[src/design/dcache_config.svh]
`ifndef DCACHE_CONFIG_SVH
`define DCACHE_CONFIG_SVH

// cache geometry
`define DCACHE_SETS        16
`define DCACHE_WAYS        2
`define DCACHE_LINE_WORDS  4
`define DCACHE_INDEX_W     4
`define DCACHE_TAG_W       24     // 32 minus index and line offset bits

// flow control
`define DCACHE_REQ_CREDITS 2      // also depth of the stage-1 queue
`define DCACHE_MEM_CREDITS 2      // command credits granted by memory

`endif

[src/design/dcache_pkg.sv]
`default_nettype none

`include "dcache_config.svh"

package dcache_pkg;

    typedef logic [31:0] word_t;
    typedef logic [3:0]  wstrb_t;

    // lookup view of a physical address
    typedef struct packed {
        logic [`DCACHE_TAG_W-1:0]   tag;
        logic [`DCACHE_INDEX_W-1:0] index;
        logic [1:0]                 word_sel;   // word within line
        logic [1:0]                 byte_sel;
    } addr_fields_t;

    typedef union packed {
        logic [31:0]  flat;                     // bus address
        addr_fields_t f;
    } addr_u;

    typedef struct packed {
        logic                     valid;
        logic                     dirty;
        logic [`DCACHE_TAG_W-1:0] tag;
    } tag_entry_t;

    typedef struct packed {
        logic   store;
        addr_u  addr;
        word_t  wdata;
        wstrb_t wstrb;
    } cpu_req_t;

endpackage

`default_nettype wire

[src/design/mem_bus_pkg.sv]
`default_nettype none

`include "dcache_config.svh"

package mem_bus_pkg;

    // word 0 sits in the low bits
    typedef logic [32*`DCACHE_LINE_WORDS-1:0] line_t;

    typedef enum logic {
        MEM_READ_LINE  = 1'b0,
        MEM_WRITE_LINE = 1'b1
    } mem_cmd_e;

endpackage

`default_nettype wire

[src/design/dcache_ifs.sv]
`timescale 1ns/1ns
`default_nettype none

`include "dcache_config.svh"


interface array_if;
    import dcache_pkg::*;
    import mem_bus_pkg::*;

    logic [`DCACHE_INDEX_W-1:0]        rd_index;
    tag_entry_t [`DCACHE_WAYS-1:0]     rd_tag;
    line_t [`DCACHE_WAYS-1:0]          rd_line;
    logic                              rd_lru;     // way to evict next
    logic                              wr_en;
    logic [$clog2(`DCACHE_WAYS)-1:0]   wr_way;
    logic [`DCACHE_INDEX_W-1:0]        wr_index;
    tag_entry_t                        wr_tag;
    line_t                             wr_line;
    logic                              wr_lru;

    modport reader (output rd_index);
    modport user (input rd_tag, rd_line, rd_lru,
                  output wr_en, wr_way, wr_index, wr_tag, wr_line, wr_lru);
    modport store (input rd_index, wr_en, wr_way, wr_index, wr_tag, wr_line, wr_lru,
                   output rd_tag, rd_line, rd_lru);
endinterface


`default_nettype wire

[src/design/dcache_arrays.sv]
`timescale 1ns/1ns
`default_nettype none

`include "dcache_config.svh"

module dcache_arrays (
    input  logic   clk,
    input  logic   reset,
    array_if.store arr_io
);
    import dcache_pkg::*;
    import mem_bus_pkg::*;

    logic [`DCACHE_TAG_W-1:0]                 tag_mem  [`DCACHE_SETS][`DCACHE_WAYS];
    line_t                                    line_mem [`DCACHE_SETS][`DCACHE_WAYS];
    logic [`DCACHE_SETS-1:0][`DCACHE_WAYS-1:0] valid_q;
    logic [`DCACHE_SETS-1:0][`DCACHE_WAYS-1:0] dirty_q;
    logic [`DCACHE_SETS-1:0]                  lru_q;
    logic                                     same_set;

    assign same_set = arr_io.wr_en && (arr_io.wr_index == arr_io.rd_index);

    // payload storage
    always_ff @(posedge clk) begin
        if (arr_io.wr_en) begin
            tag_mem[arr_io.wr_index][arr_io.wr_way]  <= arr_io.wr_tag.tag;
            line_mem[arr_io.wr_index][arr_io.wr_way] <= arr_io.wr_line;
        end
    end

    // state bits
    always_ff @(posedge clk) begin
        if (reset) begin
            valid_q <= '0;
            dirty_q <= '0;
            lru_q   <= '0;
        end else if (arr_io.wr_en) begin
            valid_q[arr_io.wr_index][arr_io.wr_way] <= arr_io.wr_tag.valid;
            dirty_q[arr_io.wr_index][arr_io.wr_way] <= arr_io.wr_tag.dirty;
            lru_q[arr_io.wr_index]                  <= arr_io.wr_lru;
        end
    end

    // synchronous read, written way forwarded
    always_ff @(posedge clk) begin
        for (int w = 0; w < `DCACHE_WAYS; w++) begin
            if (same_set && (arr_io.wr_way == w)) begin
                arr_io.rd_tag[w]  <= arr_io.wr_tag;
                arr_io.rd_line[w] <= arr_io.wr_line;
            end else begin
                arr_io.rd_tag[w] <= '{
                    valid: valid_q[arr_io.rd_index][w],
                    dirty: dirty_q[arr_io.rd_index][w],
                    tag:   tag_mem[arr_io.rd_index][w]
                };
                arr_io.rd_line[w] <= line_mem[arr_io.rd_index][w];
            end
        end
        arr_io.rd_lru <= same_set ? arr_io.wr_lru : lru_q[arr_io.rd_index];
    end

endmodule

`default_nettype wire

[src/flat_wrapper.sv]
// flat-port wrapper written by rule: the top's interface ports become plain ports
module dcache_arrays_flat import dcache_pkg::*; import mem_bus_pkg::*;
  (clk, reset, arr_io_rd_index, arr_io_wr_en, arr_io_wr_way, arr_io_wr_index, arr_io_wr_tag, arr_io_wr_line, arr_io_wr_lru, arr_io_rd_tag, arr_io_rd_line, arr_io_rd_lru);
  array_if arr_io_i ();
  input  logic clk;
  input  logic reset;
  input wire logic [$bits(arr_io_i.rd_index)-1:0] arr_io_rd_index;
  input wire logic [$bits(arr_io_i.wr_en)-1:0] arr_io_wr_en;
  input wire logic [$bits(arr_io_i.wr_way)-1:0] arr_io_wr_way;
  input wire logic [$bits(arr_io_i.wr_index)-1:0] arr_io_wr_index;
  input wire logic [$bits(arr_io_i.wr_tag)-1:0] arr_io_wr_tag;
  input wire logic [$bits(arr_io_i.wr_line)-1:0] arr_io_wr_line;
  input wire logic [$bits(arr_io_i.wr_lru)-1:0] arr_io_wr_lru;
  output wire logic [$bits(arr_io_i.rd_tag)-1:0] arr_io_rd_tag;
  output wire logic [$bits(arr_io_i.rd_line)-1:0] arr_io_rd_line;
  output wire logic [$bits(arr_io_i.rd_lru)-1:0] arr_io_rd_lru;
  assign arr_io_i.rd_index = arr_io_rd_index;
  assign arr_io_i.wr_en = arr_io_wr_en;
  assign arr_io_i.wr_way = arr_io_wr_way;
  assign arr_io_i.wr_index = arr_io_wr_index;
  assign arr_io_i.wr_tag = arr_io_wr_tag;
  assign arr_io_i.wr_line = arr_io_wr_line;
  assign arr_io_i.wr_lru = arr_io_wr_lru;
  assign arr_io_rd_tag = arr_io_i.rd_tag;
  assign arr_io_rd_line = arr_io_i.rd_line;
  assign arr_io_rd_lru = arr_io_i.rd_lru;
  dcache_arrays u_core (.clk(clk), .reset(reset), .arr_io(arr_io_i));
endmodule
[config.mk]
export PLATFORM = sky130hd
export DESIGN_NAME = dcache_arrays_flat
export DESIGN_NICKNAME = d
export VERILOG_FILES = /design/src/design/dcache_pkg.sv /design/src/design/mem_bus_pkg.sv /design/src/design/dcache_ifs.sv /design/src/design/dcache_arrays.sv /design/src/flat_wrapper.sv
export VERILOG_INCLUDE_DIRS = /design/src /design/src/design
export SDC_FILE = /design/constraint.sdc
export NUM_CORES = 2
export LEC_CHECK = 0
export ABC_AREA = 0
export ABC_CLOCK_PERIOD_IN_PS = 40500
export CORE_ASPECT_RATIO = 1.4
export CORE_MARGIN = 2
export CORE_UTILIZATION = 27
export CTS_CLUSTER_SIZE = 40
export DETAILED_ROUTE_END_ITERATION = 10
export DONT_BUFFER_PORTS = 1
export MAX_ROUTING_LAYER = met4
export SETUP_SLACK_MARGIN = 0.3
export SYNTH_ARGS = -nofsm -noshare
export SYNTH_HDL_FRONTEND = slang
export SYNTH_MEMORY_MAX_BITS = 65536
export SYNTH_SLANG_ARGS = --single-unit
[constraint.sdc]
create_clock -name clk -period 40.5 [get_ports clk]
set_input_delay 4.05 -clock clk [delete_from_list [all_inputs] [get_ports clk]]
set_output_delay 4.05 -clock clk [all_outputs]
set_load 0.05 [all_outputs]
==> run metrics <==
clock buffer depth 4; DP HPWL 266 mm; most frequent cells in the layout edfxtp_1 (4864), mux4_2 (1539), clkbuf_16 (453); count of final hold-check violations 0; synth-to-layout area growth 14.2%; simple-gate share of the synthesized area 0.00387; Switching Share 0.217; total gr overflow 0; Die Ht 986 um; PwrDens 49.4 nW/um^2; CTS Root Cell clkbuf_16; clock group share of total power 0.407; Setup WS post-layout 27.42 ns; worst hold start u_core.lru_q[4]; core area 686000 sq um; fin crit share 0.323; post-route non-filler standard cell count 16900; Critical R2R Launch u_core.lru_q[13]; number of global-route vias before repair 85500; utilization after layout 0.310; first-pass GRT wire length 677 mm; residual DRC count 0; Initial Util 0.271; final setup violating endpoints 0; CP dominant cell by count buf_4; Num CTS Buffers 452; Multi-input gate area 36400 sq um; Setup WS pre-CTS 28.40 ns; final net count 7603; CP Launch Type flop; post-synthesis xor/xnor area fraction 0.000188; largest net degree at the start of global routing 145; Async SR Flop Fraction 0; Leakage 63.5 nW; outcome completed; Finished Cell Area 213000 sq um; largest family of logic cells by synthesized area multiplexers; Setup crit end kind output pin; Final Critical Period 13.08 ns; worst hold endpoint u_core.lru_q[4]; layout cell share with drive strength beyond 1 0.312; Crit path required time 36.45 ns; hold_ws 0.460 ns; drt via density 4.82; Power Total 10.5 mW; Avg Inst Size Synth 26.0 sq um; commonest non-fill, non-tap cell in the layout edfxtp_1; Worst Clk Skew 0.0464 ns; Worst Reg-to-Reg Cells 3; Die Area 696000 sq um; Horiz. Die Dim 706 um; Post-Syn Nets 7322; final setup TNS 0 ns; antenna-violating nets left 0; Flop pwr share 0.543; CP Buf/Inv Count 7; Maximum Capacitance Violations 0; placed cell area 198000 sq um; Yosys warning count 0; cell-internal power 8.23 mW; buffers added on ports 0; hold crit path type reg2reg; GRT Overall Usage 0.140; Wirelength per Cell 29.1 um; register area share after synthesis 0.795; crit path DAT 9.03 ns; FP Rows 360; Layout fillers 64600; Combinational Power Share 0.050; EDFF count, synth 4864; flops & latches, synth 4953; I/O Pins 476; Syn Std Cell Area 186000 sq um; Max Transition Viols Final 0; CTS sink count 4953; RSZ-0062 raised after global routing no; Clock Pin Slew Worst Setup and Hold Paths 0.06 ns; relative slew slack 0.243; cells along the critical path buf_4 -> buf_4 -> buf_4 -> buf_4 -> buf_4 -> buf_4 -> buf_4 -> mux4_2 -> mux4_2; Critical Path Max Stage Delay 0.93 ns; area share of fa/ha/maj cells after synthesis 0; count of different cell masters after synthesis 33; Main synth FF type edfxtp_1; delay-heaviest family, CP buffers and inverters; worst-path fanout max 72; worst-margin pin slew 1.14 ns; sw power 2.28 mW; Slowest-stage cell, CP buf_4; CTS tree yes; Max Freq 0.0764 GHz; initial antenna violation count 33; total vias in the final route 81500; fraction of the mapped netlist area in compound gates 0.00101; Post-Synthesis Cells 7155; WS Path Type reg2out; worst skew pair latency 0.99 ns; Hold-fix buffers, CTS 0; Placed Cells incl. Taps 16000; H-tree levels 5; Routed Wire Length 492 mm; drt first pass iters 5; end of the worst register-to-register path u_core.arr_io.rd_lru; post-synthesis mux area share 0.190; Post-CTS Setup Bufs 0; FF-to-FF setup slack 38.79 ns; First DRT Iteration DRCs 9582; routability cong. 0.730; post-CTS sizing 0; maximum VDD drop 0.0000455 V; Min-Delay Path Depth 2; register area 148000 sq um
==> routing by layer <==
metal | global-route usage | share of wire | wire length (um)
met5 | - | 0 | 0
met3 | 0.0287 | 0.080 | 39400
met4 | 0.0296 | 0.020 | 9880
met2 | 0.235 | 0.50 | 246000
met1 | 0.177 | 0.40 | 196000
==> registers in the layout, indices dropped and copies added (netlist names), named ones only <==
name                  cells
u_core.line_mem        4096
u_core.tag_mem          768
u_core.valid_q           32
u_core.arr_io.rd_lru      1
u_core.dirty_q           32
u_core.lru_q             16
u_core.arr_io.rd_tag      4
==> cell usage after synthesis, types with 3 or more instances <==
library cell	number	area share
nor3_1	13	0.00035
dfxtp_1	89	0.0096
edfxtp_1	4864	0.79
nor4_1	3	0.00010
o21ai_0	12	0.00032
nand3_1	30	0.00081
nor2_1	67	0.0014
buf_2	116	0.0031
nand2_1	11	0.00022
mux4_2	1539	0.19
clkbuf_1	199	0.0040
a21oi_1	16	0.00043
mux2i_1	70	0.0038
buf_6	27	0.0016
mux2_2	5	0.00030
inv_1	17	0.00034
nand4_1	9	0.00030
xor2_1	3	0.00014
nor2b_1	7	0.00024
buf_1	39	0.00079
==> final cells by class <==
class                   count  share of cell area
flip-flops and latches   4953               0.696
diodes                     21            0.000247
repair buffers            209             0.00850
inverters                  17            0.000865
clock buffers             534              0.0548
clock inverters           307              0.0152
multi-input cells        1803               0.171
well taps                9050              0.0533
==> logic make-up after synthesis <==
| family | count (synthesis) |
|---|---|
| xor gates and xnor gates | 4 |
| muxes | 1614 |
| and+or+nand+nor | 151 |
| AOI/OAI and AO/OA | 34 |
| DFF | 4953 |
| buffers and inverters | 399 |
==> tightest hold or removal path, delay by kind of cell, from the launching register on <==
kind / cells / cell delay [ns]
AOI/OAI and AO/OA: 1 / 0.06
and+or+nand+nor: 1 / 0.05
DFF: 1 / 0.31
==> worst max path at each step <==
stage / start / end / slack, ns / depth (start not counted)
finish: flop / arr_io_rd_line[73] / 27.42 / 9
global route: flop / arr_io_rd_line[79] / 27.09 / 9
CTS: flop / arr_io_rd_line[79] / 27.30 / 9
detailed placement: flop / arr_io_rd_line[79] / 28.40 / 9
global placement: flop / arr_io_rd_line[251] / 28.71 / 9
floorplan: arr_io_wr_index[1] / u_core.dirty_q[24] / 20.18 / 5
==> power by group through the flow <==
stage | combinational [mW] | clock [mW] | sequential [mW]
floorplan | 0.408 | 0 | 5.82
finish | 0.521 | 4.28 | 5.71
global placement | 0.528 | 0 | 5.81
CTS | 0.534 | 4.37 | 5.71
detailed placement | 0.533 | 0 | 5.82
global route | 0.544 | 4.55 | 5.71
Note: power is estimated with default switching activity, not from simulation.
