## config.mk

```make
export PLATFORM = sky130hd
export DESIGN_NAME = dcache_miss_unit_flat
export DESIGN_NICKNAME = d
export VERILOG_FILES = /design/src/design/dcache_pkg.sv /design/src/design/mem_bus_pkg.sv /design/src/design/dcache_ifs.sv /design/src/design/dcache_miss_unit.sv /design/src/flat_wrapper.sv
export VERILOG_INCLUDE_DIRS = /design/src /design/src/design
export SDC_FILE = /design/constraint.sdc
export NUM_CORES = 1
export LEC_CHECK = 0
export BUFFER_PORTS_ARGS = -buffer_cell sky130_fd_sc_hd__buf_4
export CAP_MARGIN = 40
export CORE_AREA = 2 2 238 240
export DETAILED_ROUTE_END_ITERATION = 8
export DIE_AREA = 0 0 240 242
export GPL_ROUTABILITY_DRIVEN = 1
export SKIP_CTS_REPAIR_TIMING = 1
export SYNTH_ARGS = -nofsm -noshare
export SYNTH_HDL_FRONTEND = slang
export SYNTH_SLANG_ARGS = --single-unit
```

## constraint.sdc

```tcl
create_clock -name clk -period 2.7 [get_ports clk]
set_input_delay 0.405 -clock clk [delete_from_list [all_inputs] [get_ports clk]]
set_output_delay 0.405 -clock clk [all_outputs]
set_load 0.02 [all_outputs]
```

## src/design/dcache_config.svh

```systemverilog
`ifndef DCACHE_CONFIG_SVH
`define DCACHE_CONFIG_SVH

// cache geometry
`define DCACHE_SETS        16
`define DCACHE_WAYS        2
`define DCACHE_LINE_WORDS  4
`define DCACHE_INDEX_W     4
`define DCACHE_TAG_W       24     // 32 minus index and line offset bits

// flow control
`define DCACHE_REQ_CREDITS 2      // also depth of the stage-1 queue
`define DCACHE_MEM_CREDITS 2      // command credits granted by memory

`endif

```

## src/design/dcache_pkg.sv

```systemverilog
`default_nettype none

`include "dcache_config.svh"

package dcache_pkg;

    typedef logic [31:0] word_t;
    typedef logic [3:0]  wstrb_t;

    // lookup view of a physical address
    typedef struct packed {
        logic [`DCACHE_TAG_W-1:0]   tag;
        logic [`DCACHE_INDEX_W-1:0] index;
        logic [1:0]                 word_sel;   // word within line
        logic [1:0]                 byte_sel;
    } addr_fields_t;

    typedef union packed {
        logic [31:0]  flat;                     // bus address
        addr_fields_t f;
    } addr_u;

    typedef struct packed {
        logic                     valid;
        logic                     dirty;
        logic [`DCACHE_TAG_W-1:0] tag;
    } tag_entry_t;

    typedef struct packed {
        logic   store;
        addr_u  addr;
        word_t  wdata;
        wstrb_t wstrb;
    } cpu_req_t;

endpackage

`default_nettype wire

```

## src/design/mem_bus_pkg.sv

```systemverilog
`default_nettype none

`include "dcache_config.svh"

package mem_bus_pkg;

    // word 0 sits in the low bits
    typedef logic [32*`DCACHE_LINE_WORDS-1:0] line_t;

    typedef enum logic {
        MEM_READ_LINE  = 1'b0,
        MEM_WRITE_LINE = 1'b1
    } mem_cmd_e;

endpackage

`default_nettype wire

```

## src/design/dcache_ifs.sv

```systemverilog
`timescale 1ns/1ns
`default_nettype none

`include "dcache_config.svh"


interface miss_if;
    import dcache_pkg::*;
    import mem_bus_pkg::*;

    logic  req;
    addr_u line_addr;
    logic  victim_dirty;
    addr_u victim_addr;
    line_t victim_line;
    logic  done;        // single cycle, refill valid
    line_t refill;

    modport hit (output req, line_addr, victim_dirty, victim_addr, victim_line,
                 input done, refill);
    modport miss (input req, line_addr, victim_dirty, victim_addr, victim_line,
                  output done, refill);
endinterface

`default_nettype wire

```

## src/design/dcache_miss_unit.sv

```systemverilog
`timescale 1ns/1ns
`default_nettype none

`include "dcache_config.svh"

module dcache_miss_unit (
    input  logic                  clk,
    input  logic                  reset,
    miss_if.miss                  miss_i,
    output logic                  mem_cmd_valid_o,
    output mem_bus_pkg::mem_cmd_e mem_cmd_kind_o,
    output dcache_pkg::addr_u     mem_cmd_addr_o,
    output mem_bus_pkg::line_t    mem_cmd_data_o,
    input  logic                  mem_cmd_credit_i,
    input  logic                  mem_rsp_valid_i,
    input  mem_bus_pkg::line_t    mem_rsp_data_i
);
    import mem_bus_pkg::*;

    localparam int CRED_W = $clog2(`DCACHE_MEM_CREDITS + 1);

    typedef enum logic [1:0] {
        IDLE,
        WRITE_BACK,
        READ_REQ,
        WAIT_FILL
    } state_e;

    state_e              state_q;
    state_e              state_d;
    logic [CRED_W-1:0]   credits_q;
    logic                have_credit;
    logic                issue_wb;
    logic                issue_rd;

    assign have_credit = (credits_q != '0);

    always_comb begin
        issue_wb = 1'b0;
        issue_rd = 1'b0;
        state_d  = state_q;
        case (state_q)
            IDLE: begin
                if (miss_i.req && miss_i.victim_dirty) begin
                    issue_wb = have_credit;
                    state_d  = have_credit ? READ_REQ : WRITE_BACK;
                end else if (miss_i.req) begin
                    issue_rd = have_credit;     // clean victim, straight to read
                    state_d  = have_credit ? WAIT_FILL : READ_REQ;
                end
            end
            WRITE_BACK: begin
                issue_wb = have_credit;
                if (have_credit) state_d = READ_REQ;
            end
            READ_REQ: begin
                issue_rd = have_credit;
                if (have_credit) state_d = WAIT_FILL;
            end
            WAIT_FILL: begin
                if (mem_rsp_valid_i) state_d = IDLE;
            end
            default: state_d = IDLE;
        endcase
    end

    always_ff @(posedge clk) begin
        if (reset) begin
            state_q   <= IDLE;
            credits_q <= CRED_W'(`DCACHE_MEM_CREDITS);
        end else begin
            state_q <= state_d;
            case ({mem_cmd_credit_i, mem_cmd_valid_o})
                2'b10:   credits_q <= credits_q + 1'b1;
                2'b01:   credits_q <= credits_q - 1'b1;
                default: ;
            endcase
        end
    end

    assign mem_cmd_valid_o = issue_wb || issue_rd;
    assign mem_cmd_kind_o  = issue_wb ? MEM_WRITE_LINE : MEM_READ_LINE;
    assign mem_cmd_addr_o  = issue_wb ? miss_i.victim_addr : miss_i.line_addr;
    assign mem_cmd_data_o  = miss_i.victim_line;     // ignored on reads

    assign miss_i.done   = (state_q == WAIT_FILL) && mem_rsp_valid_i;
    assign miss_i.refill = mem_rsp_data_i;

endmodule

`default_nettype wire

```

## src/flat_wrapper.sv

```systemverilog
// flat-port wrapper written by rule: the top's interface ports become plain ports
module dcache_miss_unit_flat import mem_bus_pkg::*;
  (clk, reset, mem_cmd_valid_o, mem_cmd_kind_o, mem_cmd_addr_o, mem_cmd_data_o, mem_cmd_credit_i, mem_rsp_valid_i, mem_rsp_data_i, miss_i_req, miss_i_line_addr, miss_i_victim_dirty, miss_i_victim_addr, miss_i_victim_line, miss_i_done, miss_i_refill);
  miss_if miss_i_i ();
  input  logic clk;
  input  logic reset;
  output logic mem_cmd_valid_o;
  output mem_bus_pkg::mem_cmd_e mem_cmd_kind_o;
  output dcache_pkg::addr_u mem_cmd_addr_o;
  output mem_bus_pkg::line_t mem_cmd_data_o;
  input  logic mem_cmd_credit_i;
  input  logic mem_rsp_valid_i;
  input  mem_bus_pkg::line_t mem_rsp_data_i;
  input wire logic [$bits(miss_i_i.req)-1:0] miss_i_req;
  input wire logic [$bits(miss_i_i.line_addr)-1:0] miss_i_line_addr;
  input wire logic [$bits(miss_i_i.victim_dirty)-1:0] miss_i_victim_dirty;
  input wire logic [$bits(miss_i_i.victim_addr)-1:0] miss_i_victim_addr;
  input wire logic [$bits(miss_i_i.victim_line)-1:0] miss_i_victim_line;
  output wire logic [$bits(miss_i_i.done)-1:0] miss_i_done;
  output wire logic [$bits(miss_i_i.refill)-1:0] miss_i_refill;
  assign miss_i_i.req = miss_i_req;
  assign miss_i_i.line_addr = miss_i_line_addr;
  assign miss_i_i.victim_dirty = miss_i_victim_dirty;
  assign miss_i_i.victim_addr = miss_i_victim_addr;
  assign miss_i_i.victim_line = miss_i_victim_line;
  assign miss_i_done = miss_i_i.done;
  assign miss_i_refill = miss_i_i.refill;
  dcache_miss_unit u_core (.clk(clk), .reset(reset), .miss_i(miss_i_i), .mem_cmd_valid_o(mem_cmd_valid_o), .mem_cmd_kind_o(mem_cmd_kind_o), .mem_cmd_addr_o(mem_cmd_addr_o), .mem_cmd_data_o(mem_cmd_data_o), .mem_cmd_credit_i(mem_cmd_credit_i), .mem_rsp_valid_i(mem_rsp_valid_i), .mem_rsp_data_i(mem_rsp_data_i));
endmodule
```

==> results.md <==
- Most common cell after layout, fill and taps aside: buf_4
- Power density cells: 677.8 nW/um^2
- Grt total ovfl: 0
- Slowest-stage cell, CP: mux2_2
- Routed Antenna Nets: 0
- CP Cell Sequence: inv_1 > ha_1 > a31oi_1 > nor2_4 > buf_4 > mux2_2 > buf_4
- Hold EP: u_core.credits_q[0]
- Peak supply drop: 0.3120 mV
- Syn Area/Cell: 8.084 sq um
- RSZ-0062 raised after global routing: no
- Crit path time final: 2.495 ns
- Slew @ Worst Pin: roughly 0.38 ns
- FF-to-FF End: u_core.credits_q[1]
- Root Driver: clkbuf_16
- CP max stage delay: approximately 0.43 ns
- Via count: 1479
- All-layer global routing usage: around 3.9%
- Residual DRC: 0
- Post-synth top area share: 72.05%
- Final setup vio count: 0
- Iteration-0 DRC Markers: 32
- Fin crit share: 92.41%
- Clk sinks: 4
- Cts bufs inserted: 3
- Layout cell share with drive strength beyond 1: approximately 82%
- Vias in the first global route: 1521
- Area growth syn-to-layout: -5.206%
- CP Class: reg -> out
- Hold Path Origin: reset
- Clock insertion delay at the later pin of the skew report: 0.23 ns
- H-tree Lvls: 1
- Die area: 58080 sq um
- Row cnt: 87
- Hold crit path type: in -> reg
- Most frequent cells in the layout: 106 x buf_4, 31 x mux2_2, 5 x ha_1
- Mapped Cells: 330
- Register area: between 80 and 90 sq um
- Final hold vios: 0
- Max-cap violations: 0
- Initial antenna violation count: 0
- Hold Crit Depth: 2
- Reg2reg path depth: 8
- CP arrival: 2.09 ns
- Status: finished, final reports clean
- Die Span Y: 242 um
- Max Slew Vio Count: 0
- #FFs+latches synth: 4
- CTS max path bufs: 2
- Finished Layout Cells: about 940
- Largest net degree at the start of global routing: 24
- WL final: 12.82 mm
- Worst Setup Start Kind: flop
- R2r startpoint: u_core.state_q[0]
- Multi-input gate area: roughly 620 sq um
- Fill cells: roughly 6600
- GPL Wtd Cong: 0.5520
- Crit path buffers/inverters: 3
- Slew HR: 74.00%
- Number of synthesis warnings: 0
- WP data required: 2.30 ns
- Critical Path Most Common Cell: buf_4
- Drt first pass iters: 4
- HPWL after DPL: ~11 mm
- Routed len/inst: ~14 um
- Top area cells in the synthesized netlist: buf_4 72%, mux2_2 13%, dfxtp_1 3.0%, ha_1 2.3%, buf_6 1.3%
- Reg2reg setup slack: roughly 0.65 ns
- Die W: 240 um
- Sequential share of the synthesized area: 3.002%
- Area leader, netlist: buf_4
- Initial cell density of the core: between 4 and 5%
- Diode count: 0
- Mapped cell area: roughly 2700 sq um
- CP max FO: 23
- Leak Pwr: 0.8241 nW
- CTS tree: built
- Delay-heaviest family, CP: buffers and inverters
- CP Capture Type: output port
- Placed cells: 933
- Port buffer count: between 100 and 150
- Syn_nets: 661
- Peak Freq: 0.4008 GHz
- Sum Neg Setup Slack: 0 ns
- Num ports: 617
- First-pass GRT wire length: 14.20 mm
- Clock Skew: slightly below 0.0004 ns
- Core area: 55730 sq um
- Nets: 513
- Clock Pin Slew Worst Setup and Hold Paths: about 0.03 ns
- Cell variety after synth: 29
- Vias per cell: 1.580
==> logic make-up after synthesis <==
family	share of synthesized area, %
AND/OR/NAND/NOR	3.800
flip-flops	3.002
AO/OA/AOI/OAI	2.815
multiplexers	13.65
XOR/XNOR	0.6568
buffers and inverters	73.73
adder cells (fa/ha/maj)	2.345
==> cells in the mapped netlist <==
library cell / count
a32o_1: 1
nor2b_1: 1
nand2_1: 1
or3b_1: 1
mux2_2: 31
and2_1: 1
inv_1: 3
xnor2_1: 1
buf_4: 256
ha_1: 5
a2bb2oi_1: 1
xor2_1: 1
or2_4: 1
buf_6: 3
o21ai_0: 2
a221oi_1: 1
a31oi_1: 1
mux2_4: 1
or2_2: 1
and2b_2: 2
nor2_1: 3
a2111oi_0: 2
nor4bb_1: 1
nor2_2: 1
nor2_4: 1
dfxtp_1: 4
a211o_1: 1
nor3_1: 1
a21oi_1: 1
==> report_power, final <==
group / total, W / internal [W] / switching, W
Clock: 0.000235 / 0.000190 / 0.0000452
Sequential: 0.000113 / 0.0000855 / 0.0000271
Combinational: 0.00137 / 0.000645 / 0.000721
==> worst max path at each step <==
stage,slack (ns),from,end,cells past startpoint
after CTS,0.15,u_core.state_q[0],mem_cmd_addr_o[11],7
after detailed placement,0.39,u_core.state_q[0],mem_cmd_addr_o[11],7
final,0.21,u_core.state_q[0],mem_cmd_addr_o[11],7
after global routing,0.04,u_core.state_q[0],mem_cmd_addr_o[11],7
after global placement,0.47,u_core.state_q[0],mem_cmd_addr_o[11],7
after floorplan,0.72,u_core.state_q[1],u_core.credits_q[1],8
==> worst register-to-register path, stage by stage (launching register included) <==
cell and delay, ns:
dfxtp_1 0.36, inv_1 0.09, ha_1 0.21, or2_4 0.24, a21oi_1 0.12, nor2_1 0.08
ha_1 0.32, o21ai_0 0.15, or3b_1 0.35
==> registers in the layout, summed over array words and instances, names as in the netlist <==
signal,cells
u_core.credits_q,2
u_core.state_q,2
==> per-layer routing <==
| metal | vias to the layer above | global-route usage, % | routed length (um) |
|---|---|---|---|
| met1 | 563 | 2.211 | 2839 |
| met3 | 107 | 4.729 | 3685 |
| met5 | - | 0 | 0 |
| met4 | 0 | 4.604 | 1458 |
| li1 | 488 | - | - |
| met2 | 321 | 5.432 | 4835 |
==> cell type report <==
class	instances	share of cell area, %
clock buffer	3	2.969
inverter	3	0.4453
tap	756	37.41
sequential	4	3.167
multi-input combinational	64	24.54
timing repair buffer	106	31.47
==> metrics by stage <==
step	util, %	power, W	setup slack [ns]	hold slack (ns)	cell area [sq um]
after floorplan	-	0.001514	0.7154	0.4774	2668
after global placement	4.402	0.001520	0.4664	0.5388	2454
after detailed placement	4.402	0.001547	0.3943	0.5644	2454
after CTS	4.537	0.001791	0.1468	0.3866	2529
after global routing	4.537	0.001887	0.04259	0.3919	2529
final	4.537	0.001714	0.2050	0.3927	2529
No activity file was read; power rests on OpenSTA's default activity.
