File: config.mk
export PLATFORM = sky130hd
export DESIGN_NAME = dcache_lookup_stage_flat
export DESIGN_NICKNAME = d
export VERILOG_FILES = /design/src/design/dcache_pkg.sv /design/src/design/mem_bus_pkg.sv /design/src/design/dcache_ifs.sv /design/src/design/dcache_lookup_stage.sv /design/src/flat_wrapper.sv
export VERILOG_INCLUDE_DIRS = /design/src /design/src/design
export SDC_FILE = /design/constraint.sdc
export NUM_CORES = 1
export LEC_CHECK = 0
export BUFFER_PORTS_ARGS = -buffer_cell sky130_fd_sc_hd__buf_2
export CAP_MARGIN = 20
export CORE_MARGIN = 3
export CORE_UTILIZATION = 54
export CTS_CLUSTER_DIAMETER = 30
export DETAILED_ROUTE_END_ITERATION = 12
export PLACE_DENSITY = 0.78
export REMOVE_ABC_BUFFERS = 1
export SYNTH_ARGS = -nofsm -noshare
export SYNTH_HDL_FRONTEND = slang
export SYNTH_SLANG_ARGS = --single-unit
File: constraint.sdc
create_clock -name clk -period 4.6 [get_ports clk]
set_input_delay 0.23 -clock clk [delete_from_list [all_inputs] [get_ports clk]]
set_output_delay 0.23 -clock clk [all_outputs]
set_load 0.005 [all_outputs]
File: src/design/dcache_config.svh
`ifndef DCACHE_CONFIG_SVH
`define DCACHE_CONFIG_SVH

// cache geometry
`define DCACHE_SETS        16
`define DCACHE_WAYS        2
`define DCACHE_LINE_WORDS  4
`define DCACHE_INDEX_W     4
`define DCACHE_TAG_W       24     // 32 minus index and line offset bits

// flow control
`define DCACHE_REQ_CREDITS 2      // also depth of the stage-1 queue
`define DCACHE_MEM_CREDITS 2      // command credits granted by memory

`endif

File: src/design/dcache_pkg.sv
`default_nettype none

`include "dcache_config.svh"

package dcache_pkg;

    typedef logic [31:0] word_t;
    typedef logic [3:0]  wstrb_t;

    // lookup view of a physical address
    typedef struct packed {
        logic [`DCACHE_TAG_W-1:0]   tag;
        logic [`DCACHE_INDEX_W-1:0] index;
        logic [1:0]                 word_sel;   // word within line
        logic [1:0]                 byte_sel;
    } addr_fields_t;

    typedef union packed {
        logic [31:0]  flat;                     // bus address
        addr_fields_t f;
    } addr_u;

    typedef struct packed {
        logic                     valid;
        logic                     dirty;
        logic [`DCACHE_TAG_W-1:0] tag;
    } tag_entry_t;

    typedef struct packed {
        logic   store;
        addr_u  addr;
        word_t  wdata;
        wstrb_t wstrb;
    } cpu_req_t;

endpackage

`default_nettype wire

File: src/design/mem_bus_pkg.sv
`default_nettype none

`include "dcache_config.svh"

package mem_bus_pkg;

    // word 0 sits in the low bits
    typedef logic [32*`DCACHE_LINE_WORDS-1:0] line_t;

    typedef enum logic {
        MEM_READ_LINE  = 1'b0,
        MEM_WRITE_LINE = 1'b1
    } mem_cmd_e;

endpackage

`default_nettype wire

File: src/design/dcache_ifs.sv
`timescale 1ns/1ns
`default_nettype none

`include "dcache_config.svh"

interface stage_if;
    import dcache_pkg::*;

    logic     valid;
    cpu_req_t req;
    logic     stall;

    modport stage1 (output valid, output req, input stall);
    modport stage2 (input valid, input req, output stall);
endinterface

interface array_if;
    import dcache_pkg::*;
    import mem_bus_pkg::*;

    logic [`DCACHE_INDEX_W-1:0]        rd_index;
    tag_entry_t [`DCACHE_WAYS-1:0]     rd_tag;
    line_t [`DCACHE_WAYS-1:0]          rd_line;
    logic                              rd_lru;     // way to evict next
    logic                              wr_en;
    logic [$clog2(`DCACHE_WAYS)-1:0]   wr_way;
    logic [`DCACHE_INDEX_W-1:0]        wr_index;
    tag_entry_t                        wr_tag;
    line_t                             wr_line;
    logic                              wr_lru;

    modport reader (output rd_index);
    modport user (input rd_tag, rd_line, rd_lru,
                  output wr_en, wr_way, wr_index, wr_tag, wr_line, wr_lru);
    modport store (input rd_index, wr_en, wr_way, wr_index, wr_tag, wr_line, wr_lru,
                   output rd_tag, rd_line, rd_lru);
endinterface


`default_nettype wire

File: src/design/dcache_lookup_stage.sv
`timescale 1ns/1ns
`default_nettype none

`include "dcache_config.svh"

module dcache_lookup_stage (
    input  logic                 clk,
    input  logic                 reset,
    input  logic                 req_valid_i,
    input  dcache_pkg::cpu_req_t req_i,
    output logic                 req_credit_o,
    stage_if.stage1              stage_o,
    array_if.reader              arr_o
);
    import dcache_pkg::*;

    localparam int DEPTH = `DCACHE_REQ_CREDITS;
    localparam int PTR_W = $clog2(DEPTH);

    cpu_req_t         queue_q [DEPTH];
    cpu_req_t         head;
    cpu_req_t         req_q;
    logic [PTR_W-1:0] rd_ptr_q;
    logic [PTR_W-1:0] wr_ptr_q;
    logic [PTR_W:0]   count_q;
    logic             valid_q;
    logic             advance;
    logic             pop;

    assign head    = queue_q[rd_ptr_q];
    assign advance = !stage_o.stall;
    assign pop     = advance && (count_q != '0);

    always_ff @(posedge clk) begin
        if (req_valid_i) begin
            queue_q[wr_ptr_q] <= req_i;     // sender holds a credit, never full
        end
    end

    always_ff @(posedge clk) begin
        if (reset) begin
            rd_ptr_q <= '0;
            wr_ptr_q <= '0;
            count_q  <= '0;
        end else begin
            if (req_valid_i) begin
                wr_ptr_q <= (wr_ptr_q == PTR_W'(DEPTH - 1)) ? '0 : wr_ptr_q + 1'b1;
            end
            if (pop) begin
                rd_ptr_q <= (rd_ptr_q == PTR_W'(DEPTH - 1)) ? '0 : rd_ptr_q + 1'b1;
            end
            case ({req_valid_i, pop})
                2'b10:   count_q <= count_q + 1'b1;
                2'b01:   count_q <= count_q - 1'b1;
                default: ;
            endcase
        end
    end

    // stage-2 register
    always_ff @(posedge clk) begin
        if (reset) begin
            valid_q <= 1'b0;
        end else if (advance) begin
            valid_q <= pop;
        end
    end

    always_ff @(posedge clk) begin
        if (pop) begin
            req_q <= head;
        end
    end

    // while stalled keep reading the held set
    assign arr_o.rd_index = advance ? head.addr.f.index : req_q.addr.f.index;
    assign stage_o.valid  = valid_q;
    assign stage_o.req    = req_q;
    assign req_credit_o   = pop;

endmodule

`default_nettype wire

File: src/flat_wrapper.sv
// flat-port wrapper written by rule: the top's interface ports become plain ports
module dcache_lookup_stage_flat import dcache_pkg::*;
  (clk, reset, req_valid_i, req_i, req_credit_o, stage_o_valid, stage_o_req, stage_o_stall, arr_o_rd_index);
  stage_if stage_o_i ();
  array_if arr_o_i ();
  input  logic clk;
  input  logic reset;
  input  logic req_valid_i;
  input  dcache_pkg::cpu_req_t req_i;
  output logic req_credit_o;
  output wire logic [$bits(stage_o_i.valid)-1:0] stage_o_valid;
  output wire logic [$bits(stage_o_i.req)-1:0] stage_o_req;
  input wire logic [$bits(stage_o_i.stall)-1:0] stage_o_stall;
  output wire logic [$bits(arr_o_i.rd_index)-1:0] arr_o_rd_index;
  assign stage_o_valid = stage_o_i.valid;
  assign stage_o_req = stage_o_i.req;
  assign stage_o_i.stall = stage_o_stall;
  assign arr_o_rd_index = arr_o_i.rd_index;
  dcache_lookup_stage u_core (.clk(clk), .reset(reset), .req_valid_i(req_valid_i), .req_i(req_i), .req_credit_o(req_credit_o), .stage_o(stage_o_i), .arr_o(arr_o_i));
endmodule
==> flow_summary.ini, run 1 <==
[route]
ant_nets = 0
vias = 3842
viasPerCell = 5.00
drc = 0
wl_per_cell_microns = 18.7
drt_iter0_drc = 229
routed_wirelength_mm = 14.4
drt_first_pass_iters = 4

[min_path]
min_to = u_core.wr_ptr_q
hold_depth = 3
hold_path.class = primary input to flip-flop
hold_start = req_valid_i

[global_route]
grt_pass1_wl_mm = 22.9
grt_start_max_net_pins = 70
grt_pass1_vias = 4300
grt_usage = 0.190
overflow = 0
antenna_found_initial = 0

[clocking]
clock-root-buffer = clkbuf_16
h-tree-depth = 2
clock-sinks = 213
path_clk_slew_ns = 0.05
cts_tree = built
clk_latency_ns = 0.50
cts_made_buffers = 37
clock_path_buffers = 3

[logic_synthesis]
yosys_warnings = 0
yosys.area.top_type = edfxtp_1
synth_ff_type = edfxtp_1
synth_cell_types = 18
ys_ff_latch = 213
synthTopCellsByArea = edfxtp_1 (82%), mux2_4 (11%), mux2_2 (2.8%), buf_12 (1.6%), dfxtp_1 (1.6%)
yosys.cell_count.top_type = edfxtp_1
syn_area_per_cell_sq_um = 24.3
synth_cells = 313
synth_edf_count = 207
seq_area_frac_synth = 0.833
async_flop_share = 0
synthTopCellsByCount = edfxtp_1 (207), mux2_4 (54), mux2_2 (19)
netlist_area_sq_mm = 0.00761
netlist.area_leader.share = 0.817

[final_layout]
layout.nets = 639
final_layout_size_suffix_gt1_frac = 0.487
design_area_sq_mm = 0.0105
areaGrowthSynthToFinish_pct = 38.1
post-route-util = 0.778
diodes = 0

[job]
drv_cap = 0

[timing]
finalCritPeriodShare = 0.563
rsz0062_at_grt = false
max_freq_ghz = 0.386
setup_ws_ns = 2.01
skew_ns = 0.0186
tns_ns = 0
slew_violations = 0
hold_viol_final = 0
period_needed_ns = 2.59
worst_pin_slew_ns = 0.970
relSlewSlack = 0.354
setup_violations = 0

[placement]
port-buffer-count = 147
gp_congestion = 0.720
placed_area_sq_mm = 0.00847
dp_slack_ns = 2.34
dpl.hpwl_mm = 7.43

[floorplanning]
core-area_sq_mm = 0.0135
floorplan.initialDensity = 0.563
num_rows = 42
die_h_microns = 125
die_width_microns = 125
io_pins = 148
dieArea_sq_mm = 0.0156

[critical_path]
worstPathArrival_ns = 2.36
crit_path_cell_trace = o21bai_1, clkinv_2, buf_4, buf_2
slowest_stage = buf_4
cp-end-kind = primary output
crit_family = buffers and inverters
critPathKind = flip-flop to primary output
r2r_end = u_core.count_q[1]
required_ns = 4.37
r2r_cells = 6
critPathMaxStageDelay_ns = 0.49
path_buf_inv = 3
setup.worst_path.start_class = flip-flop
r2r_start = u_core.count_q[0]
r2r_slack_ns = 2.36
worstPathMaxFanout = 45

[power_and_ir_drop]
power_density_mw_per_mm2 = 596
finalPower_mw = 6.26
p_leak_nw = 4.02
peakVddDrop_v = 0.000447

[run_status]
status = complete, no violations
==> worst register-to-register path: cells and delay by family, from the launching register on <==
| kind | cells | cell delay [ns] |
|---|---|---|
| AOI/OAI and AO/OA | 2 | 0.45 |
| xor gates and xnor gates | 1 | 0.15 |
| adders and majority gates | 1 | 0.42 |
| buffers and inverters | 1 | 0.48 |
| DFF | 1 | 0.34 |
| and+or+nand+nor | 1 | 0.33 |
==> power by group <==
group	internal [mW]	switching (mW)
Combinational	0.447	0.365
Sequential	2.47	0.135
Clock	1.94	0.903
==> state kept, by name (all words and copies together), names as in the netlist, named ones only <==
signal,flops
u_core.count_q,2
u_core.queue_q,138
u_core.rd_ptr_q,1
u_core.stage_o.req,69
u_core.stage_o.valid,1
u_core.wr_ptr_q,1
==> routing by layer <==
metal  GRT usage  vias to the layer above  wire length, microns
met5           0                        -                     0
met4      0.0774                        0                   414
met3      0.0587                       36                  1010
met2       0.327                      157                  7540
met1       0.223                     1880                  5400
li1            -                     1769                     -
==> what timing repair did <==
item / 4_1_cts / 5_1_grt
hold endpoints to repair: 144 / 0
setup buffers: 0 / 0
hold buffers: 70 / 0
resized for setup: 0 / 0
==> cell families after synthesis <==
| family | count (synthesis) | synth area share |
|---|---|---|
| flops | 213 | 0.833 |
| simple gates | 8 | 0.00460 |
| mux | 73 | 0.135 |
| compound gates | 4 | 0.00296 |
| xor+xnor | 4 | 0.00460 |
| fa+ha+maj | 1 | 0.00164 |
| buf+inv | 10 | 0.0189 |
==> layout make-up <==
type                            count  area, sq um
Sequential cell                   213         6340
Fill cell                         694         3000
Timing Repair Buffer              221         1480
Multi-Input combinational cell     90         1140
Clock buffer                       40          980
Clock inverter                     27          339
Tap cell                          176          220
Inverter                            2         8.76
==> worst max-delay path by stage <==
stage,from,endpoint,depth (start not counted)
floorplan,u_core.wr_ptr_q,u_core.queue_q[0][0],1
global placement,req_valid_i,u_core.queue_q[0][47],4
detailed placement,u_core.count_q[0],u_core.count_q[1],5
CTS,u_core.count_q[0],req_credit_o,4
global route,u_core.count_q[0],req_credit_o,4
finish,u_core.count_q[0],req_credit_o,4
==> layout by cell type, fill, tap and decap left out, drive strengths merged <==
| cell | instances |
|---|---|
| and2 | 1 |
| dfxtp | 6 |
| mux2 | 73 |
| nand2 | 1 |
| edfxtp | 207 |
| ha | 1 |
| inv | 4 |
| dlygate4sd3 | 70 |
| o21ai | 1 |
| buf | 151 |
| a21oi | 2 |
| xor2 | 2 |
| xnor2 | 2 |
| o21bai | 1 |
| clkbuf | 40 |
| bufinv | 7 |
| clkinvlp | 5 |
| or3 | 1 |
| nor2 | 5 |
| clkinv | 13 |
==> per-stage QoR <==
step                      hold slack, ns  instances
after CTS                         0.0294        768
after detailed placement           0.421        631
after floorplan                    0.299        305
after global routing              0.0807        769
after global placement             0.418        631
final                             0.0474        769
(Power assumes the default switching activity.)
==> run 2: changes to the inputs <==
--- a/config.mk
+++ b/config.mk
@@ -6,13 +6,14 @@
 export SDC_FILE = /design/constraint.sdc
 export NUM_CORES = 1
 export LEC_CHECK = 0
+export ABC_AREA = 1
 export BUFFER_PORTS_ARGS = -buffer_cell sky130_fd_sc_hd__buf_2
 export CAP_MARGIN = 20
 export CORE_MARGIN = 3
-export CORE_UTILIZATION = 54
+export CORE_UTILIZATION = 49
 export CTS_CLUSTER_DIAMETER = 30
 export DETAILED_ROUTE_END_ITERATION = 12
-export PLACE_DENSITY = 0.78
+export PLACE_DENSITY = 0.75
 export REMOVE_ABC_BUFFERS = 1
 export SYNTH_ARGS = -nofsm -noshare
 export SYNTH_HDL_FRONTEND = slang
==> constraint.sdc (replaced) <==
create_clock -name clk -period 2.1 [get_ports clk]
set_input_delay 0.105 -clock clk [delete_from_list [all_inputs] [get_ports clk]]
set_output_delay 0.105 -clock clk [all_outputs]
set_load 0.005 [all_outputs]
==> run 2 against run 1 <==
- count of clock-buffer cells in the layout rose by 3
- synthesized area up 1.6%
- non-clock buffer count up 7
- first-iteration DRC count decreased by 11%
- sequential power grew 99%
- final cell count grew 9.2%
- worst setup slack worse by 1.8 ns
- synthesized cell count up 9.3%
- critical endpoint is now arr_o_rd_index[2]
==> flow_summary.ini, run 2 <==
[logic_synthesis]
synth_cell_types = 14
synth_mux_area_frac = 0.126
synth_cells = 342
synth-compound-area-share = 0.00648
seq_area_frac_synth = 0.820
synthTopCellsByCount = edfxtp_1 (207), mux2_4 (65), nand2_1 (19)
yosys_warnings = 0
syn_area_per_cell_sq_um = 22.6
netlist.area_leader.share = 0.804
synth_top_family_by_area = multiplexers
synth_edf_count = 207
synth_ff_type = edfxtp_1
netlist_area_sq_mm = 0.00773
synthTopCellsByArea = edfxtp_1 (80%), mux2_4 (13%), buf_12 (2.1%), dfxtp_1 (1.6%), nand2_1 (0.92%)
synth_xor_xnor_area_share = 0
async_flop_share = 0
synthAdderAreaFrac = 0.00162
yosys.area_share.simple = 0.0198
yosys.cell_count.top_type = edfxtp_1
ys_ff_latch = 213
yosys.area.top_type = edfxtp_1

[placement]
dp_slack_ns = 0.630
placed_area_sq_mm = 0.00873
gp_congestion = 0.719
dpl.hpwl_mm = 7.96
dp_cells = 701
port-buffer-count = 147

[job]
drv_cap = 0

[route]
drt_iter0_drc = 203
viasPerCell = 4.62
drc = 0
drt_first_pass_iters = 4
ant_nets = 0
routed_wirelength_mm = 13.8
vias = 3883
wl_per_cell_microns = 16.5

[final_layout]
final_common_cell = edfxtp_1
final_cells = 840
largest_register_ffs = 138
regMostFlops = u_core.queue_q
design_area_sq_mm = 0.0106
diodes = 0
layout_common_cells = edfxtp_1 (207), buf_2 (147), dlygate4sd3_1 (72), mux2_4 (65), clkbuf_16 (37)
layout.nets = 675
areaGrowthSynthToFinish_pct = 37.4
post-route-util = 0.694
final_layout_size_suffix_gt1_frac = 0.464

[floorplanning]
core-area_sq_mm = 0.0153
num_rows = 45
die_width_microns = 132
die_h_microns = 132
io_pins = 148
floorplan.initialDensity = 0.505
dieArea_sq_mm = 0.0173

[clocking]
clock-root-buffer = clkbuf_16
clock-sinks = 213
h-tree-depth = 2
cts_tree = built
path_clk_slew_ns = 0.05
cts_made_buffers = 37
clock_path_buffers = 3
clk_latency_ns = 0.51

[timing]
setup_ws_ns = 0.242
tns_ns = 0
slew_violations = 0
period_needed_ns = 1.86
finalCritPeriodShare = 0.885
rsz0062_at_grt = false
hold_ws_ns = 0.246
relSlewSlack = 0.709
max_freq_ghz = 0.538
hold_viol_final = 0
skew_ns = 0.0205
setup_violations = 0
worst_pin_slew_ns = 0.436

[critical_path]
r2r_cells = 6
r2r_end = u_core.stage_o.valid
worstPathMaxFanout = 23
required_ns = 2.00
setup.worst_path.start_class = flip-flop
r2r_slack_ns = 0.44
critPathKind = flip-flop to primary output
cp-end-kind = primary output
r2r_start = u_core.count_q[0]
worstPathArrival_ns = 1.75

[min_path]
min_to = u_core.count_q[0]
hold_start = stage_o_stall
hold_depth = 4
hold_path.class = primary input to flip-flop

[power_and_ir_drop]
power_density_mw_per_mm2 = 1100
p_leak_nw = 4.13
finalPower_mw = 11.7
peakVddDrop_v = 0.000826

[global_route]
grt_start_max_net_pins = 71
grt_pass1_wl_mm = 21.9
grt_pass1_vias = 4306
overflow = 0
antenna_found_initial = 0
grt_usage = 0.162

[run_status]
status = complete, no violations
## run 2: how the worst max path moves through the flow
stage | from | to | slack (ns) | cells past startpoint
after CTS | flip-flop | arr_o_rd_index[2] | 0.20 | 6
after global placement | flip-flop | u_core.stage_o.req[1] | 0.65 | 2
after global routing | flip-flop | arr_o_rd_index[2] | 0.15 | 6
after detailed placement | flip-flop | u_core.stage_o.req[55] | 0.63 | 2
after floorplan | u_core.count_q[0] | u_core.count_q[1] | -2.41 | 8
final | flip-flop | arr_o_rd_index[2] | 0.24 | 6
## run 2: final cells by class
cell class                 count  area [sq um]
clock buffer                  43           968
tap                          211           264
multi-input combinational    110          1210
clock inverter                24           203
timing repair buffer         228          1600
sequential                   213          6340
fill                         986          4690
inverter                      11          42.5
## run 2: cell families after synthesis
kind of cell,Yosys count
buffers and inverters,19
flip-flops,213
multiplexers,65
AND/OR/NAND/NOR,37
AO/OA/AOI/OAI,7
adder cells (fa/ha/maj),1
## run 2: where the power goes
group	total (mW)	switching [mW]	internal [mW]
Combinational	1.05	0.472	0.578
Clock	5.45	1.98	3.47
Sequential	5.19	0.115	5.07
## run 2: timing repair
action,4_1_cts,5_1_grt
hold buffers,72,0
endpoints found under the setup margin,0,0
resized for setup,0,0
buffers inserted,0,0
hold endpoints to repair,144,0
## run 2: critical path: stages (launching register included)
cell and delay, ns:
dfxtp_4 0.61, buf_12 0.27, nand2_2 0.07, o21ai_2 0.07, nand2_1 0.07, nand2_1 0.05
buf_2 0.11
## run 2: per-layer routing
metal / global-route usage / part of all wire / vias up
met5: 0 / 0 / -
met4: 0.0677 / 0.023 / 0
met3: 0.0490 / 0.067 / 31
met2: 0.290 / 0.54 / 130
met1: 0.179 / 0.37 / 1867
li1: - / - / 1855
==> run 3: changes to the inputs <==
--- a/config.mk
+++ b/config.mk
@@ -13,7 +13,7 @@
 export CORE_UTILIZATION = 49
 export CTS_CLUSTER_DIAMETER = 30
 export DETAILED_ROUTE_END_ITERATION = 12
-export PLACE_DENSITY = 0.75
+export PLACE_DENSITY = 0.81
 export REMOVE_ABC_BUFFERS = 1
 export SYNTH_ARGS = -nofsm -noshare
 export SYNTH_HDL_FRONTEND = slang
==> run 3 against run 2 <==
- total power is 5.4% higher
- non-clock buffer count is 3 lower
- worst hold slack worse by 0.025 ns
- combinational power hardly changed
- sequential cell count stayed put
- via count is 1.0% higher
- critical path type is now flip-flop to flip-flop
- critical endpoint is now u_core.stage_o.valid
- largest power group unchanged
==> flow_summary.ini, run 3 (same netlist as run 2, synthesis figures left out) <==
[critical_path]
critPathKind = flip-flop to flip-flop
r2r_cells = 6
required_ns = 2.52
cp-end-kind = flip-flop
r2r_slack_ns = 0.30
setup.worst_path.start_class = flip-flop
worstPathArrival_ns = 2.22
r2r_start = u_core.count_q[0]
worstPathMaxFanout = 35
r2r_end = u_core.stage_o.valid

[floorplanning]
die_h_microns = 132
die_width_microns = 132
floorplan.initialDensity = 0.505
dieArea_sq_mm = 0.0173
num_rows = 45
core-area_sq_mm = 0.0153
io_pins = 148

[min_path]
hold_path.class = primary input to flip-flop
hold_depth = 4
min_to = u_core.count_q[0]
hold_start = stage_o_stall

[clocking]
clock-sinks = 213
cts_tree = built
cts_resized = 0
h-tree-depth = 2
hold_buffers = 72
clk_latency_ns = 0.49
path_clk_slew_ns = 0.05
cts_setup_buffers = 0
clock-root-buffer = clkbuf_16
clock_path_buffers = 3
cts_made_buffers = 37

[timing]
max_freq_ghz = 0.555
worst_pin_slew_ns = 0.510
period_needed_ns = 1.80
hold_viol_final = 0
relSlewSlack = 0.660
slew_violations = 0
finalCritPeriodShare = 0.858
tns_ns = 0
rsz0062_at_grt = false
setup_ws_ns = 0.299
setup_violations = 0
skew_ns = 0.0213

[global_route]
antenna_found_initial = 0
grt_pass1_vias = 4356
grt_start_max_net_pins = 71
grt_pass1_wl_mm = 22.5
grt_usage = 0.164
overflow = 0

[final_layout]
final_layout_size_suffix_gt1_frac = 0.465
areaGrowthSynthToFinish_pct = 38.3
layout.nets = 672
num-fill-cells = 976
largest_register_ffs = 138
multiInputGateArea_sq_mm = 0.00121
register_area_sq_mm = 0.00634
diodes = 0
final_common_cell = edfxtp_1
regMostFlops = u_core.queue_q
design_area_sq_mm = 0.0107
layout_common_cells = edfxtp_1 (207), buf_2 (147), dlygate4sd3_1 (72), mux2_4 (65), clkbuf_16 (37)

[run_status]
status = complete, no violations

[route]
drt_iter0_drc = 183
routed.top_layer = met4
wl_met3_microns = 837
drc = 0
wl_met2_mm = 7.73
viasPerCell = 4.70
vias = 3923
met1_length_mm = 5.34
drt_first_pass_iters = 4
wl_per_cell_microns = 17.0
routed_wirelength_mm = 14.2
ant_nets = 0

[placement]
gp_congestion = 0.673
port-buffer-count = 147
placed_area_sq_mm = 0.00868
dp_slack_ns = 0.692
dpl.hpwl_mm = 7.67

[power_and_ir_drop]
power_density_mw_per_mm2 = 1150
p_leak_nw = 4.17
peakVddDrop_v = 0.000845
finalPower_mw = 12.3

[job]
drv_cap = 0
## run 3: cell count changes in the layout (fill, tap and decap cells not counted), sizes merged
cell / before / now
bufinv: 1 / 8
clkbuf: 43 / 38
inv: 15 / 11
buf: 156 / 153
clkinv: 15 / 17
clkinvlp: 4 / 2
## run 3: how the worst max path moves through the flow
stage / from / to / cells after the start
after CTS: u_core.count_q[0] / req_credit_o / 4
after global placement: u_core.count_q[0] / u_core.stage_o.req[62] / 3
after detailed placement: u_core.count_q[0] / u_core.stage_o.req[62] / 3
after floorplan: u_core.count_q[0] / u_core.count_q[1] / 8
after global routing: u_core.count_q[0] / u_core.stage_o.valid / 6
final: u_core.count_q[0] / u_core.stage_o.valid / 6
## run 3: metal layers
layer / vias to the layer above / GRT usage
met5: - / 0
met1: 1922 / 0.176
met3: 29 / 0.0482
met2: 133 / 0.299
li1: 1839 / -
met4: 0 / 0.0706
## run 3: worst max-delay path: stages (launching register included)
cell and delay [ns]:
dfxtp_1 0.38, nor2_1 0.09, nor2_4 0.11, buf_4 0.42
a21oi_1 0.08, nor2_1 0.11, dlygate4sd3_1 0.55
## run 3: layout make-up
class / instances / area share
repair buffers: 225 / 0.145
clock buffers: 38 / 0.0870
multi-input cells: 110 / 0.113
well taps: 211 / 0.0247
flip-flops and latches: 213 / 0.593
inverters: 11 / 0.00398
clock inverters: 27 / 0.0331
## run 3: through the flow
step | std cells | utilization | hold WS [ns]
detailed placement | 698 | 0.567 | 0.296
CTS | 835 | 0.698 | 0.192
global placement | 698 | 0.567 | 0.292
global route | 835 | 0.698 | 0.229
floorplan | 334 | - | 0.177
finish | 835 | 0.698 | 0.221
## run 3: power breakdown
group	leakage, nW	total [mW]	switching (mW)	internal, mW
registers	1.99	5.17	0.0970	5.07
logic	1.56	1.06	0.496	0.560
clock network	0.629	6.09	1.89	4.19
total	4.17	12.3	2.49	9.83
